$ cat src/hdl/conv1x1_pkg.sv
package conv1x1_pkg;

  ////////////////////////////////////////
  // Number format
  ////////////////////////////////////////

  // Signed Q8.8 for pixels, weights and results
  localparam int DATA_WIDTH = 16;
  localparam int FRAC_BITS  = 8;
  // Full product and accumulator width
  localparam int PROD_WIDTH = 32;

  ////////////////////////////////////////
  // Layer dimensions
  ////////////////////////////////////////

  localparam int CH_IN        = 4;
  localparam int CH_OUT       = 4;
  localparam int IMG_W        = 2;
  localparam int IMG_H        = 2;
  localparam int IMAGE_SIZE   = IMG_W * IMG_H;
  // Weight table, output channel outer
  localparam int WEIGHT_NUM   = CH_OUT * CH_IN;
  localparam int WPTR_WIDTH   = $clog2(WEIGHT_NUM);
  localparam int CH_IDX_WIDTH = 2;
  // Min spacing of pixel groups, start to start
  localparam int PIXEL_PERIOD = CH_IN * CH_OUT;

  // Output alignment buffer
  localparam int ALIGN_DEPTH     = 8;
  localparam int ALIGN_PTR_WIDTH = $clog2(ALIGN_DEPTH);
  localparam int ALIGN_CNT_WIDTH = $clog2(ALIGN_DEPTH + 1);

  // Replay FSM states
  typedef enum logic {
    RS_IDLE,
    RS_REPLAY
  } replay_state_t;

endpackage
$ cat src/hdl/replay_if.sv
`timescale 1ns/1ps

interface replay_if;
  import conv1x1_pkg::*;

  // One beat per cycle while valid, no stall
  logic                         valid;
  logic signed [DATA_WIDTH-1:0] pxl;
  // Indices of the current value
  logic [CH_IDX_WIDTH-1:0]      in_ch;
  logic [CH_IDX_WIDTH-1:0]      out_ch;
  // Last input channel of this output channel
  logic                         last_in;

  modport src (output valid, pxl, in_ch, out_ch, last_in);
  modport dst (input  valid, pxl, in_ch, out_ch, last_in);

endinterface

$ cat src/hdl/conv1x1_layer.sv
`timescale 1ns/1ps

module conv1x1_layer (
  input  logic                               clk,
  input  logic                               reset,
  input  logic                               valid_weight_in,
  input  logic [conv1x1_pkg::DATA_WIDTH-1:0] weight_in,
  input  logic                               valid_in,
  input  logic [conv1x1_pkg::DATA_WIDTH-1:0] pxl_in,
  output logic [conv1x1_pkg::DATA_WIDTH-1:0] pxl_out,
  output logic                               valid_out
);
  import conv1x1_pkg::*;

  // Replay beats to the multiplier
  replay_if rp_bus ();

  // Products
  logic                         prod_valid;
  logic                         prod_last;
  logic signed [PROD_WIDTH-1:0] prod;

  // Per output channel sums
  logic                         sum_valid;
  logic        [DATA_WIDTH-1:0] sum;

  pixel_replay i_pixel_replay (
    .clk      (clk),
    .reset    (reset),
    .valid_in (valid_in),
    .pxl_in   (pxl_in),
    .rp       (rp_bus.src)
  );

  weight_mult i_weight_mult (
    .clk             (clk),
    .reset           (reset),
    .valid_weight_in (valid_weight_in),
    .weight_in       (weight_in),
    .rp              (rp_bus.dst),
    .prod_valid      (prod_valid),
    .prod_last       (prod_last),
    .prod            (prod)
  );

  channel_accum i_channel_accum (
    .clk        (clk),
    .reset      (reset),
    .prod_valid (prod_valid),
    .prod_last  (prod_last),
    .prod       (prod),
    .sum_valid  (sum_valid),
    .sum        (sum)
  );

  // Holds results until the buffer fills once
  align_fifo i_align_fifo (
    .clk       (clk),
    .reset     (reset),
    .sum_valid (sum_valid),
    .sum       (sum),
    .pxl_out   (pxl_out),
    .valid_out (valid_out)
  );

endmodule

$ cat src/hdl/align_fifo.sv
`timescale 1ns/1ps

module align_fifo (
  input  logic                               clk,
  input  logic                               reset,
  input  logic                               sum_valid,
  input  logic [conv1x1_pkg::DATA_WIDTH-1:0] sum,
  output logic [conv1x1_pkg::DATA_WIDTH-1:0] pxl_out,
  output logic                               valid_out
);
  import conv1x1_pkg::*;

  logic [DATA_WIDTH-1:0]      mem [ALIGN_DEPTH];
  logic [ALIGN_PTR_WIDTH-1:0] wr_ptr;
  logic [ALIGN_PTR_WIDTH-1:0] rd_ptr;
  logic [ALIGN_CNT_WIDTH-1:0] count;
  logic                       full;
  logic                       empty;
  logic                       rd_en;
  logic                       push;
  logic                       pop;

  assign full  = (count == ALIGN_CNT_WIDTH'(ALIGN_DEPTH));
  assign empty = (count == '0);
  assign pop   = rd_en && !empty;
  // Drop only if full with no read
  assign push  = sum_valid && (!full || pop);

  ////////////////////////////////////////
  // Storage and pointers
  ////////////////////////////////////////

  always_ff @(posedge clk) begin
    if (push) begin
      mem[wr_ptr] <= sum;
    end
  end

  // Power-of-two depth, pointers wrap
  always_ff @(posedge clk) begin
    if (reset) begin
      wr_ptr <= '0;
      rd_ptr <= '0;
      count  <= '0;
    end else begin
      if (push) wr_ptr <= wr_ptr + 1'b1;
      if (pop)  rd_ptr <= rd_ptr + 1'b1;
      case ({push, pop})
        2'b10:   count <= count + 1'b1;
        2'b01:   count <= count - 1'b1;
        default: count <= count;
      endcase
    end
  end

  ////////////////////////////////////////
  // Read start and output
  ////////////////////////////////////////

  // Sticky once full
  always_ff @(posedge clk) begin
    if (reset) begin
      rd_en     <= 1'b0;
      valid_out <= 1'b0;
    end else begin
      if (full) rd_en <= 1'b1;
      valid_out <= pop;
    end
  end

  always_ff @(posedge clk) begin
    if (pop) begin
      pxl_out <= mem[rd_ptr];
    end
  end

endmodule

$ cat src/hdl/channel_accum.sv
`timescale 1ns/1ps

module channel_accum (
  input  logic                                      clk,
  input  logic                                      reset,
  input  logic                                      prod_valid,
  input  logic                                      prod_last,
  input  logic signed [conv1x1_pkg::PROD_WIDTH-1:0] prod,
  output logic                                      sum_valid,
  output logic        [conv1x1_pkg::DATA_WIDTH-1:0] sum
);
  import conv1x1_pkg::*;

  // Running sum, wraps on overflow
  logic signed [PROD_WIDTH-1:0] acc;
  logic signed [PROD_WIDTH-1:0] acc_next;
  logic signed [PROD_WIDTH-1:0] scaled;

  assign acc_next = acc + prod;
  // Back to Q8.8, arithmetic shift
  assign scaled   = acc_next >>> FRAC_BITS;

  always_ff @(posedge clk) begin
    if (reset) begin
      acc       <= '0;
      sum_valid <= 1'b0;
    end else begin
      sum_valid <= prod_valid && prod_last;
      if (prod_valid) begin
        // Restart after the last input channel
        acc <= prod_last ? '0 : acc_next;
      end
    end
  end

  // Truncate to data width
  always_ff @(posedge clk) begin
    if (prod_valid && prod_last) begin
      sum <= scaled[DATA_WIDTH-1:0];
    end
  end

endmodule

$ cat src/hdl/weight_mult.sv
`timescale 1ns/1ps

module weight_mult (
  input  logic                                      clk,
  input  logic                                      reset,
  input  logic                                      valid_weight_in,
  input  logic        [conv1x1_pkg::DATA_WIDTH-1:0] weight_in,
  replay_if.dst                                     rp,
  output logic                                      prod_valid,
  output logic                                      prod_last,
  output logic signed [conv1x1_pkg::PROD_WIDTH-1:0] prod
);
  import conv1x1_pkg::*;

  // Weight table, out_ch * CH_IN + in_ch
  logic signed [DATA_WIDTH-1:0] w_table [WEIGHT_NUM];
  logic        [WPTR_WIDTH-1:0] w_ptr;
  logic        [WPTR_WIDTH-1:0] rd_addr;
  logic signed [DATA_WIDTH-1:0] w_sel;
  logic signed [PROD_WIDTH-1:0] mult;

  ////////////////////////////////////////
  // Weight load
  ////////////////////////////////////////

  // Table contents survive reset
  always_ff @(posedge clk) begin
    if (valid_weight_in) begin
      w_table[w_ptr] <= weight_in;
    end
  end

  // Pointer restarts at entry 0
  always_ff @(posedge clk) begin
    if (reset) begin
      w_ptr <= '0;
    end else if (valid_weight_in) begin
      if (w_ptr == WPTR_WIDTH'(WEIGHT_NUM - 1)) begin
        w_ptr <= '0;
      end else begin
        w_ptr <= w_ptr + 1'b1;
      end
    end
  end

  ////////////////////////////////////////
  // Multiply
  ////////////////////////////////////////

  assign rd_addr = WPTR_WIDTH'(rp.out_ch * CH_IN + rp.in_ch);
  assign w_sel   = w_table[rd_addr];
  // Both operands signed, extended to full width
  assign mult    = rp.pxl * w_sel;

  always_ff @(posedge clk) begin
    prod <= mult;
  end

  // Strobes follow beat by one cycle
  always_ff @(posedge clk) begin
    if (reset) begin
      prod_valid <= 1'b0;
      prod_last  <= 1'b0;
    end else begin
      prod_valid <= rp.valid;
      prod_last  <= rp.valid && rp.last_in;
    end
  end

endmodule

$ cat src/hdl/pixel_replay.sv
`timescale 1ns/1ps

module pixel_replay (
  input  logic                               clk,
  input  logic                               reset,
  input  logic                               valid_in,
  input  logic [conv1x1_pkg::DATA_WIDTH-1:0] pxl_in,
  replay_if.src                              rp
);
  import conv1x1_pkg::*;

  // Capture side
  logic [DATA_WIDTH-1:0]   cap_bank [CH_IN];
  logic [CH_IDX_WIDTH-1:0] cap_cnt;
  logic                    cap_full;
  logic                    cap_last;

  // Replay side
  logic [DATA_WIDTH-1:0]   rep_bank [CH_IN];
  replay_state_t           state;
  logic [CH_IDX_WIDTH-1:0] out_cnt;
  logic [CH_IDX_WIDTH-1:0] in_cnt;
  logic                    in_wrap;
  logic                    rep_last;
  logic                    load;

  ////////////////////////////////////////
  // Capture of one pixel group
  ////////////////////////////////////////

  assign cap_last = valid_in && (cap_cnt == CH_IDX_WIDTH'(CH_IN - 1));

  always_ff @(posedge clk) begin
    if (valid_in) begin
      cap_bank[cap_cnt] <= pxl_in;
    end
  end

  always_ff @(posedge clk) begin
    if (reset) begin
      cap_cnt  <= '0;
      cap_full <= 1'b0;
    end else begin
      if (valid_in) begin
        cap_cnt <= cap_last ? '0 : cap_cnt + 1'b1;
      end
      // New group complete
      if (cap_last) begin
        cap_full <= 1'b1;
      end else if (load) begin
        cap_full <= 1'b0;
      end
    end
  end

  ////////////////////////////////////////
  // Replay FSM
  ////////////////////////////////////////

  assign in_wrap  = (in_cnt == CH_IDX_WIDTH'(CH_IN - 1));
  assign rep_last = (state == RS_REPLAY) && in_wrap &&
                    (out_cnt == CH_IDX_WIDTH'(CH_OUT - 1));
  // Waiting group starts right after current replay
  assign load     = cap_full && ((state == RS_IDLE) || rep_last);

  always_ff @(posedge clk) begin
    if (load) begin
      rep_bank <= cap_bank;
    end
  end

  always_ff @(posedge clk) begin
    if (reset) begin
      state   <= RS_IDLE;
      out_cnt <= '0;
      in_cnt  <= '0;
    end else begin
      case (state)
        RS_IDLE: begin
          if (load) begin
            state <= RS_REPLAY;
          end
        end
        RS_REPLAY: begin
          // Input channel inner, output channel outer
          if (in_wrap) begin
            in_cnt <= '0;
            if (rep_last) begin
              out_cnt <= '0;
              if (!load) begin
                state <= RS_IDLE;
              end
            end else begin
              out_cnt <= out_cnt + 1'b1;
            end
          end else begin
            in_cnt <= in_cnt + 1'b1;
          end
        end
        default: state <= RS_IDLE;
      endcase
    end
  end

  // Beat outputs straight from registers
  assign rp.valid   = (state == RS_REPLAY);
  assign rp.pxl     = rep_bank[in_cnt];
  assign rp.in_ch   = in_cnt;
  assign rp.out_ch  = out_cnt;
  assign rp.last_in = (state == RS_REPLAY) && in_wrap;

endmodule

$ cat config.mk
export PLATFORM = sky130hd
export DESIGN_NAME = conv1x1_layer
export DESIGN_NICKNAME = d
export VERILOG_FILES = /design/src/hdl/conv1x1_pkg.sv /design/src/hdl/replay_if.sv /design/src/hdl/conv1x1_layer.sv /design/src/hdl/align_fifo.sv /design/src/hdl/channel_accum.sv /design/src/hdl/weight_mult.sv /design/src/hdl/pixel_replay.sv
export SDC_FILE = /design/constraint.sdc
export NUM_CORES = 1
export LEC_CHECK = 0
export ABC_AREA = 1
export ABC_CLOCK_PERIOD_IN_PS = 10300
export BUFFER_PORTS_ARGS = -buffer_cell sky130_fd_sc_hd__buf_4
export CORE_UTILIZATION = 35
export CTS_CLUSTER_SIZE = 8
export DETAILED_ROUTE_END_ITERATION = 12
export SYNTH_ARGS = -nofsm -noshare
export SYNTH_HDL_FRONTEND = slang
export SYNTH_SLANG_ARGS = --single-unit
$ cat constraint.sdc
create_clock -name clk -period 10.3 [get_ports clk]
set_input_delay 0 -clock clk [delete_from_list [all_inputs] [get_ports clk]]
set_output_delay 0 -clock clk [all_outputs]
set_load 0.05 [all_outputs]
== After elaboration in Yosys (flattened, before gate mapping) ==
Memory sizes are Yosys's and may differ from the RTL's. A register that Yosys moved wholly into a read port is not among the register bits.
Index checks and enable logic that the tools add are counted.
Widths: inputs -> output; s select.

* Add/subtract/negate cells: 10
* Multiply operators: 1
* Order comparisons: 3
* Equality and inequality tests: 7
* Multiplexer cells: 22
* Bitwise operators: 3
* Reductions and logical operators: 17

{| class="wikitable"
|+ Operators by type and width
! kind !! count
|-
| $bwmux 64 || 1
|-
| $mux 16 || 3
|-
| $add 32x32->32 || 1
|-
| $bmux 16 s2 || 1
|-
| $demux 16 s2 || 1
|-
| $mul 16x16->32 || 1
|-
| $mux 32 || 1
|-
| $logic_and 1x1->1 || 9
|-
| $mux 1 || 9
|-
| $add 4x1->4 const B || 2
|-
| $eq 2x2->1 const B || 4
|-
| $eq 4x4->1 const B || 2
|-
| $pmux 4 s2 || 1
|-
| $add 2x1->2 const B || 3
|-
| $add 3x1->3 const B || 2
|-
| $ge 3x3->1 const B || 2
|-
| $mux 2 || 3
|-
| $not 2->3 || 2
|-
| $add 4x2->4 || 1
|-
| $logic_not 4->1 || 1
|-
| $mux 4 || 1
|-
| $reduce_bool 2->1 || 2
|-
| $sub 4x1->4 const B || 1
|-
| $lt 3x1->1 const B || 1
|-
| other kinds (6) || 8
|}

* Register bits after elaboration: 235
* Memory bits (writable): 384
* Output and inout port bits: 17
* Word-level logic and storage cells: 90
* Memories kept: 2

{| class="wikitable"
|+ Memories
! name !! words !! bits a word !! rd ports !! clocked after memory_dff !! write ports !! RTL line !! text
|-
| i_weight_mult.w_table || 16 || 16 || 1 || 0 || 1 || weight_mult.sv:16 || <nowiki>logic signed [DATA_WIDTH-1:0] w_table [WEIGHT_NUM];</nowiki>
|-
| i_align_fifo.mem || 8 || 16 || 1 || 1 || 1 || align_fifo.sv:13 || <nowiki>logic [DATA_WIDTH-1:0] mem [ALIGN_DEPTH];</nowiki>
|}

== Logic depth before layout (Yosys ltp) ==
* Depth after elaboration: 9
* Mapped depth: 39
* Depth with buffers taken out: 36

== Modules after synthesis ==
A second synthesis with hierarchy kept.

* Cell total of the unflattened synthesis: 3593
* Area total of the unflattened synthesis: 36226.0 µm²

{| class="wikitable"
|+ By module, submodules not included
! module !! instances !! cells each !! area each (µm²) !! sequential area each (µm²)
|-
| weight_mult || 1 || 2275 || 21943.5 || 8448.1
|-
| align_fifo || 1 || 472 || 6139.6 || 4564.4
|-
| pixel_replay || 1 || 355 || 4991.0 || 4003.8
|-
| channel_accum || 1 || 491 || 3151.8 || 980.9
|}

== Worst setup path before layout ==
No wires, ideal clock.

* Kind: register -> register
* From: reg i_pixel_replay.in_cnt[1], in the netlist i_pixel_replay.rp.in_ch[1]
* To: reg i_weight_mult.prod[23] (netlist bit)
* Arrival: 6.396 ns
* Required time: 10.191 ns
* Slack: 3.795 ns
* Cell stages (with the launch flop): 36
* Path buffers: 4
* Period minus slack after synthesis: 6.505 ns
* Cell sequence: dfxtp_1 buf_2 inv_2 buf_6 buf_4 clkbuf_1 o21ai_0 o221ai_1 nand3_1 nand2_1 inv_2 nor2_1 inv_1 fa_1 inv_1 fa_1 fa_1 fa_1 inv_1 fa_1 fa_1 inv_1 ha_1 a21o_1 a21oi_1 nor2_1 a211oi_1 nand2_1 a31oi_1 inv_1 nand2_1 nand2_1 inv_1 nand2_1 nand2_1 inv_1

* Word-level cells in the longest chain between the ends: 5
* Elaborated cells on any way between the ends: 7
* Those cells by class: add/sub (1); mul (1); mux (3); bitwise (1); memory (1)

{| class="wikitable"
|+ Ends and longest elaborated chain
! element !! RTL line !! text
|-
| from (decl) || pixel_replay.sv:22 || <nowiki>logic [CH_IDX_WIDTH-1:0] in_cnt;</nowiki>
|-
| from (signal assigned) || pixel_replay.sv:97 || <nowiki>in_cnt <= in_cnt + 1'b1;</nowiki>
|-
| branches (longest 4 deep; another with $mem_v2 16x16) || - ||
|-
| $mul 16x16->32 (*) || weight_mult.sv:53 || <nowiki>assign mult = rp.pxl * w_sel;</nowiki>
|-
| net i_weight_mult.mult[23] || weight_mult.sv:20 || <nowiki>logic signed [PROD_WIDTH-1:0] mult;</nowiki>
|-
| to (signal assigned) || weight_mult.sv:56 || <nowiki>prod <= mult;</nowiki>
|-
| to (decl) || weight_mult.sv:11 || <nowiki>output logic signed [conv1x1_pkg::PROD_WIDTH-1:0] prod</nowiki>
|}

Mark *: on every way through the listed nets, which the timed path passes. The select of a mux whose other input is x is not followed.
A chain may end at the register's enable or synchronous reset.

== Worst setup path in the final report ==
* From: reg i_pixel_replay.in_cnt[0], in the netlist i_pixel_replay.rp.in_ch[0]
* To: reg i_weight_mult.prod[21] (netlist bit)

Same word-level chain as after synthesis.

==> impl_metrics.json <==
{
  "ys_seq_elements": 619,
  "h-tree-depth": 3,
  "first_pass_iters": 5,
  "hpwlAfterDp_mm": 49.16,
  "vias_per_cell": 4.855,
  "die_x_um": 304.7,
  "cts_made_buffers": 88,
  "final_util_pct": 40.61,
  "ys_seq_area_share_pct": 55.62,
  "holdWs_ns": 0.09163,
  "async_flop_share_pct": 0,
  "synthFlopType": "edfxtp_1",
  "clock_path_buffers": 3,
  "crit-reg2reg-launch": "i_pixel_replay.rp.in_ch[0]$_SDFFE_PP0P_",
  "setup_viol": 0,
  "vias": 20760,
  "grt_pass1_wl_mm": 118.8,
  "min_period_ns": 7.827,
  "drv_cap": 0,
  "fin_skew_ns": 0.04595,
  "tns_ns": 0,
  "leakagePower_nw": 14.65,
  "required_ns": 10.81,
  "die_h_um": 304.7,
  "ys_types": 46,
  "r2r_setup_slack_ns": 2.47,
  "holdPathEnd": "i_pixel_replay.cap_bank[60]$_DFFE_PP_",
  "cp_max_fo": 79,
  "track_usage_pct": 16.34,
  "ys_warn_count": 0,
  "gp_congestion": 0.9071,
  "drv_slew": 0,
  "fp.coreArea_um2": 90420,
  "synth_fp_nets": 3267,
  "grt_pass1_vias": 21050,
  "end_kind": "flop",
  "synth_cells": 2931,
  "drcViolationCount": 0,
  "hold_viol": 0,
  "design.die.area_um2": 92840,
  "area_growth_pct": 14.51,
  "slowest_stage": "a32oi_1",
  "worstRegToRegCells": 26,
  "crit_path_max_incr_delay_ns": 0.91,
  "irDropWorstVdd_v": 0.0003535,
  "tightest_slew_ns": 1.221,
  "drive_above_1_share_pct": 8.231,
  "crit_path_frequent_cell": "fa_1",
  "clock_latency_ns": 0.65,
  "post_drt_wl_per_cell_um": 17.58,
  "synth_area_um2": 32070,
  "max-slew-margin-rel_pct": 18.50,
  "worstHoldStart": "pxl_in[12]",
  "syn_avg_cell_area_um2": 10.94,
  "cp.arrival_ns": 8.33,
  "grt-ovfl-total": 0,
  "p_per_area_nw_per_um2": 246.1,
  "clock_sinks": 619,
  "grt_max_degree": 80,
  "critPathLaunchType": "flop",
  "cts_tree": "done",
  "portBuffers": 52,
  "drt-total-wl_mm": 75.15,
  "antenna_left": 0,
  "ios": 53,
  "rsz0062_at_grt": "no",
  "fp-row-count": 110,
  "hold_path.class": "primary input to flop",
  "status": "completed",
  "crit_path_start": "i_pixel_replay.rp.in_ch[0]$_SDFFE_PP0P_",
  "fin_nets": 3383,
  "min_period_over_period_pct": 75.99,
  "reg2reg_to": "i_weight_mult.prod[21]$_DFF_P_",
  "clock.fmax_ghz": 0.1278,
  "critical_path_class": "flop to flop",
  "final_common_cell": "edfxtp_1",
  "final_cell_mix": "544 x edfxtp_1, 487 x nand2_1, 407 x inv_1",
  "filler_cell_count": 8541,
  "start_util_pct": 35.47,
  "holdPathStages": 2,
  "root_buffer": "clkbuf_16",
  "first_iter_violations": 1451,
  "synth_edf_count": 544,
  "antenna_found_initial": 1,
  "clkTransAtPathRegs_ns": 0.05
}
[logic make-up after synthesis]
| logic type | share of synthesized area (%) |
|---|---|
| adder cells (fa/ha/maj) | 16.13 |
| XOR/XNOR | 1.217 |
| AND/OR/NAND/NOR | 13.00 |
| buffers and inverters | 6.683 |
| multiplexers | 0.03121 |
| flip-flops | 55.62 |
| AO/OA/AOI/OAI | 7.319 |
[cell type report]
type | instances | area, µm² | area share [%]
flip-flops and latches | 619 | 17840 | 48.59
multi-input cells | 1778 | 12150 | 33.07
clock buffers | 131 | 2364 | 6.436
inverters | 428 | 1610 | 4.385
well taps | 1176 | 1471 | 4.007
repair buffers | 132 | 1096 | 2.985
clock inverters | 10 | 190.2 | 0.5179
diodes | 1 | 2.502 | 0.006814
[how the worst max path moves through the flow]
stage               cells past startpoint                        endpoint  slack (ns)
detailed placement                     30  i_weight_mult.prod[23]$_DFF_P_        2.54
CTS                                    30  i_weight_mult.prod[23]$_DFF_P_        2.49
global placement                       26  i_weight_mult.prod[21]$_DFF_P_        2.58
finish                                 26  i_weight_mult.prod[21]$_DFF_P_        2.47
global route                           26  i_weight_mult.prod[21]$_DFF_P_        1.95
floorplan                              35  i_weight_mult.prod[23]$_DFF_P_        3.79
[what timing repair did]
action                                 CTS  global route
buffers inserted                         0             0
hold buffers                            37             0
resized for setup                        0             0
endpoints found under the hold margin  361             0
[registers in the layout (all words and copies together), names as in the netlist]
name                       cells
i_align_fifo.valid_out         1
i_weight_mult.prod            24
i_weight_mult.w_table        256
i_align_fifo.mem             128
i_channel_accum.sum           16
i_align_fifo.rd_ptr            3
i_weight_mult.prod_valid       1
i_pixel_replay.rp.valid        1
i_weight_mult.prod_last        1
i_pixel_replay.rp.in_ch        2
i_pixel_replay.cap_cnt         2
i_weight_mult.w_ptr            4
i_align_fifo.count             4
i_align_fifo.wr_ptr            3
i_channel_accum.acc           24
i_channel_accum.sum_valid      1
i_align_fifo.pxl_out          16
i_pixel_replay.cap_full        1
i_align_fifo.rd_en             1
i_pixel_replay.cap_bank       64
i_pixel_replay.rp.out_ch       2
i_pixel_replay.rep_bank       64
[cells in the mapped netlist, drive strengths merged, types with 4 or more instances]
cell	instances	area, µm²
a21oi	109	545.5
and2	6	37.54
nor2	385	1445
nand4	6	37.54
buf	63	375.4
o221ai	23	201.4
edfxtp	544	16340
o21ai	171	855.8
inv	424	1592
nand3	125	625.6
or2	14	87.58
clkbuf	43	161.4
xnor2	15	131.4
dfxtp	75	1501
clkinv	4	15.01
a31oi	22	137.6
fa	189	3784
o22ai	25	156.4
ha	111	1389
o211ai	14	105.1
nand2	490	1847
nor3	7	35.03
a32oi	13	222.7
a211oi	5	37.54
xor2	27	236.5
o21bai	4	30.03
[critical path, delay by kind of cell, from the launching register on]
kind	cells	cell delay, ns
AOI/OAI and AO/OA	5	1.56
xor gates and xnor gates	1	0.14
adders and majority gates	7	3.17
buffers and inverters	6	1.32
DFF	1	0.59
and+or+nand+nor	7	0.84
[power breakdown]
part / leakage, nW / internal [W] / switching, W
Clock: 1.22 / 0.00160 / 0.00105
Combinational: 7.90 / 0.00137 / 0.00213
Sequential: 5.53 / 0.00286 / 0.0000233
[per-stage QoR]
| step | area, µm² | setup WS (ns) | power, W | instances |
|---|---|---|---|---|
| global route | 36720 | 1.950 | 0.009755 | 4274 |
| CTS | 36720 | 2.487 | 0.009124 | 4274 |
| detailed placement | 33800 | 2.544 | 0.006417 | 4096 |
| global placement | 33800 | 2.575 | 0.006396 | 4096 |
| floorplan | 32070 | 3.795 | 0.005572 | 2931 |
| finish | 36720 | 2.473 | 0.009038 | 4275 |
[routing by layer]
layer	global-route usage, %	up-vias	share of wire, %
li1	-	9931	-
met1	21.86	10120	45
met2	26.71	573	47
met3	2.983	136	5.8
met4	5.497	0	2.7
met5	0	-	0
(Power assumes the default switching activity.)
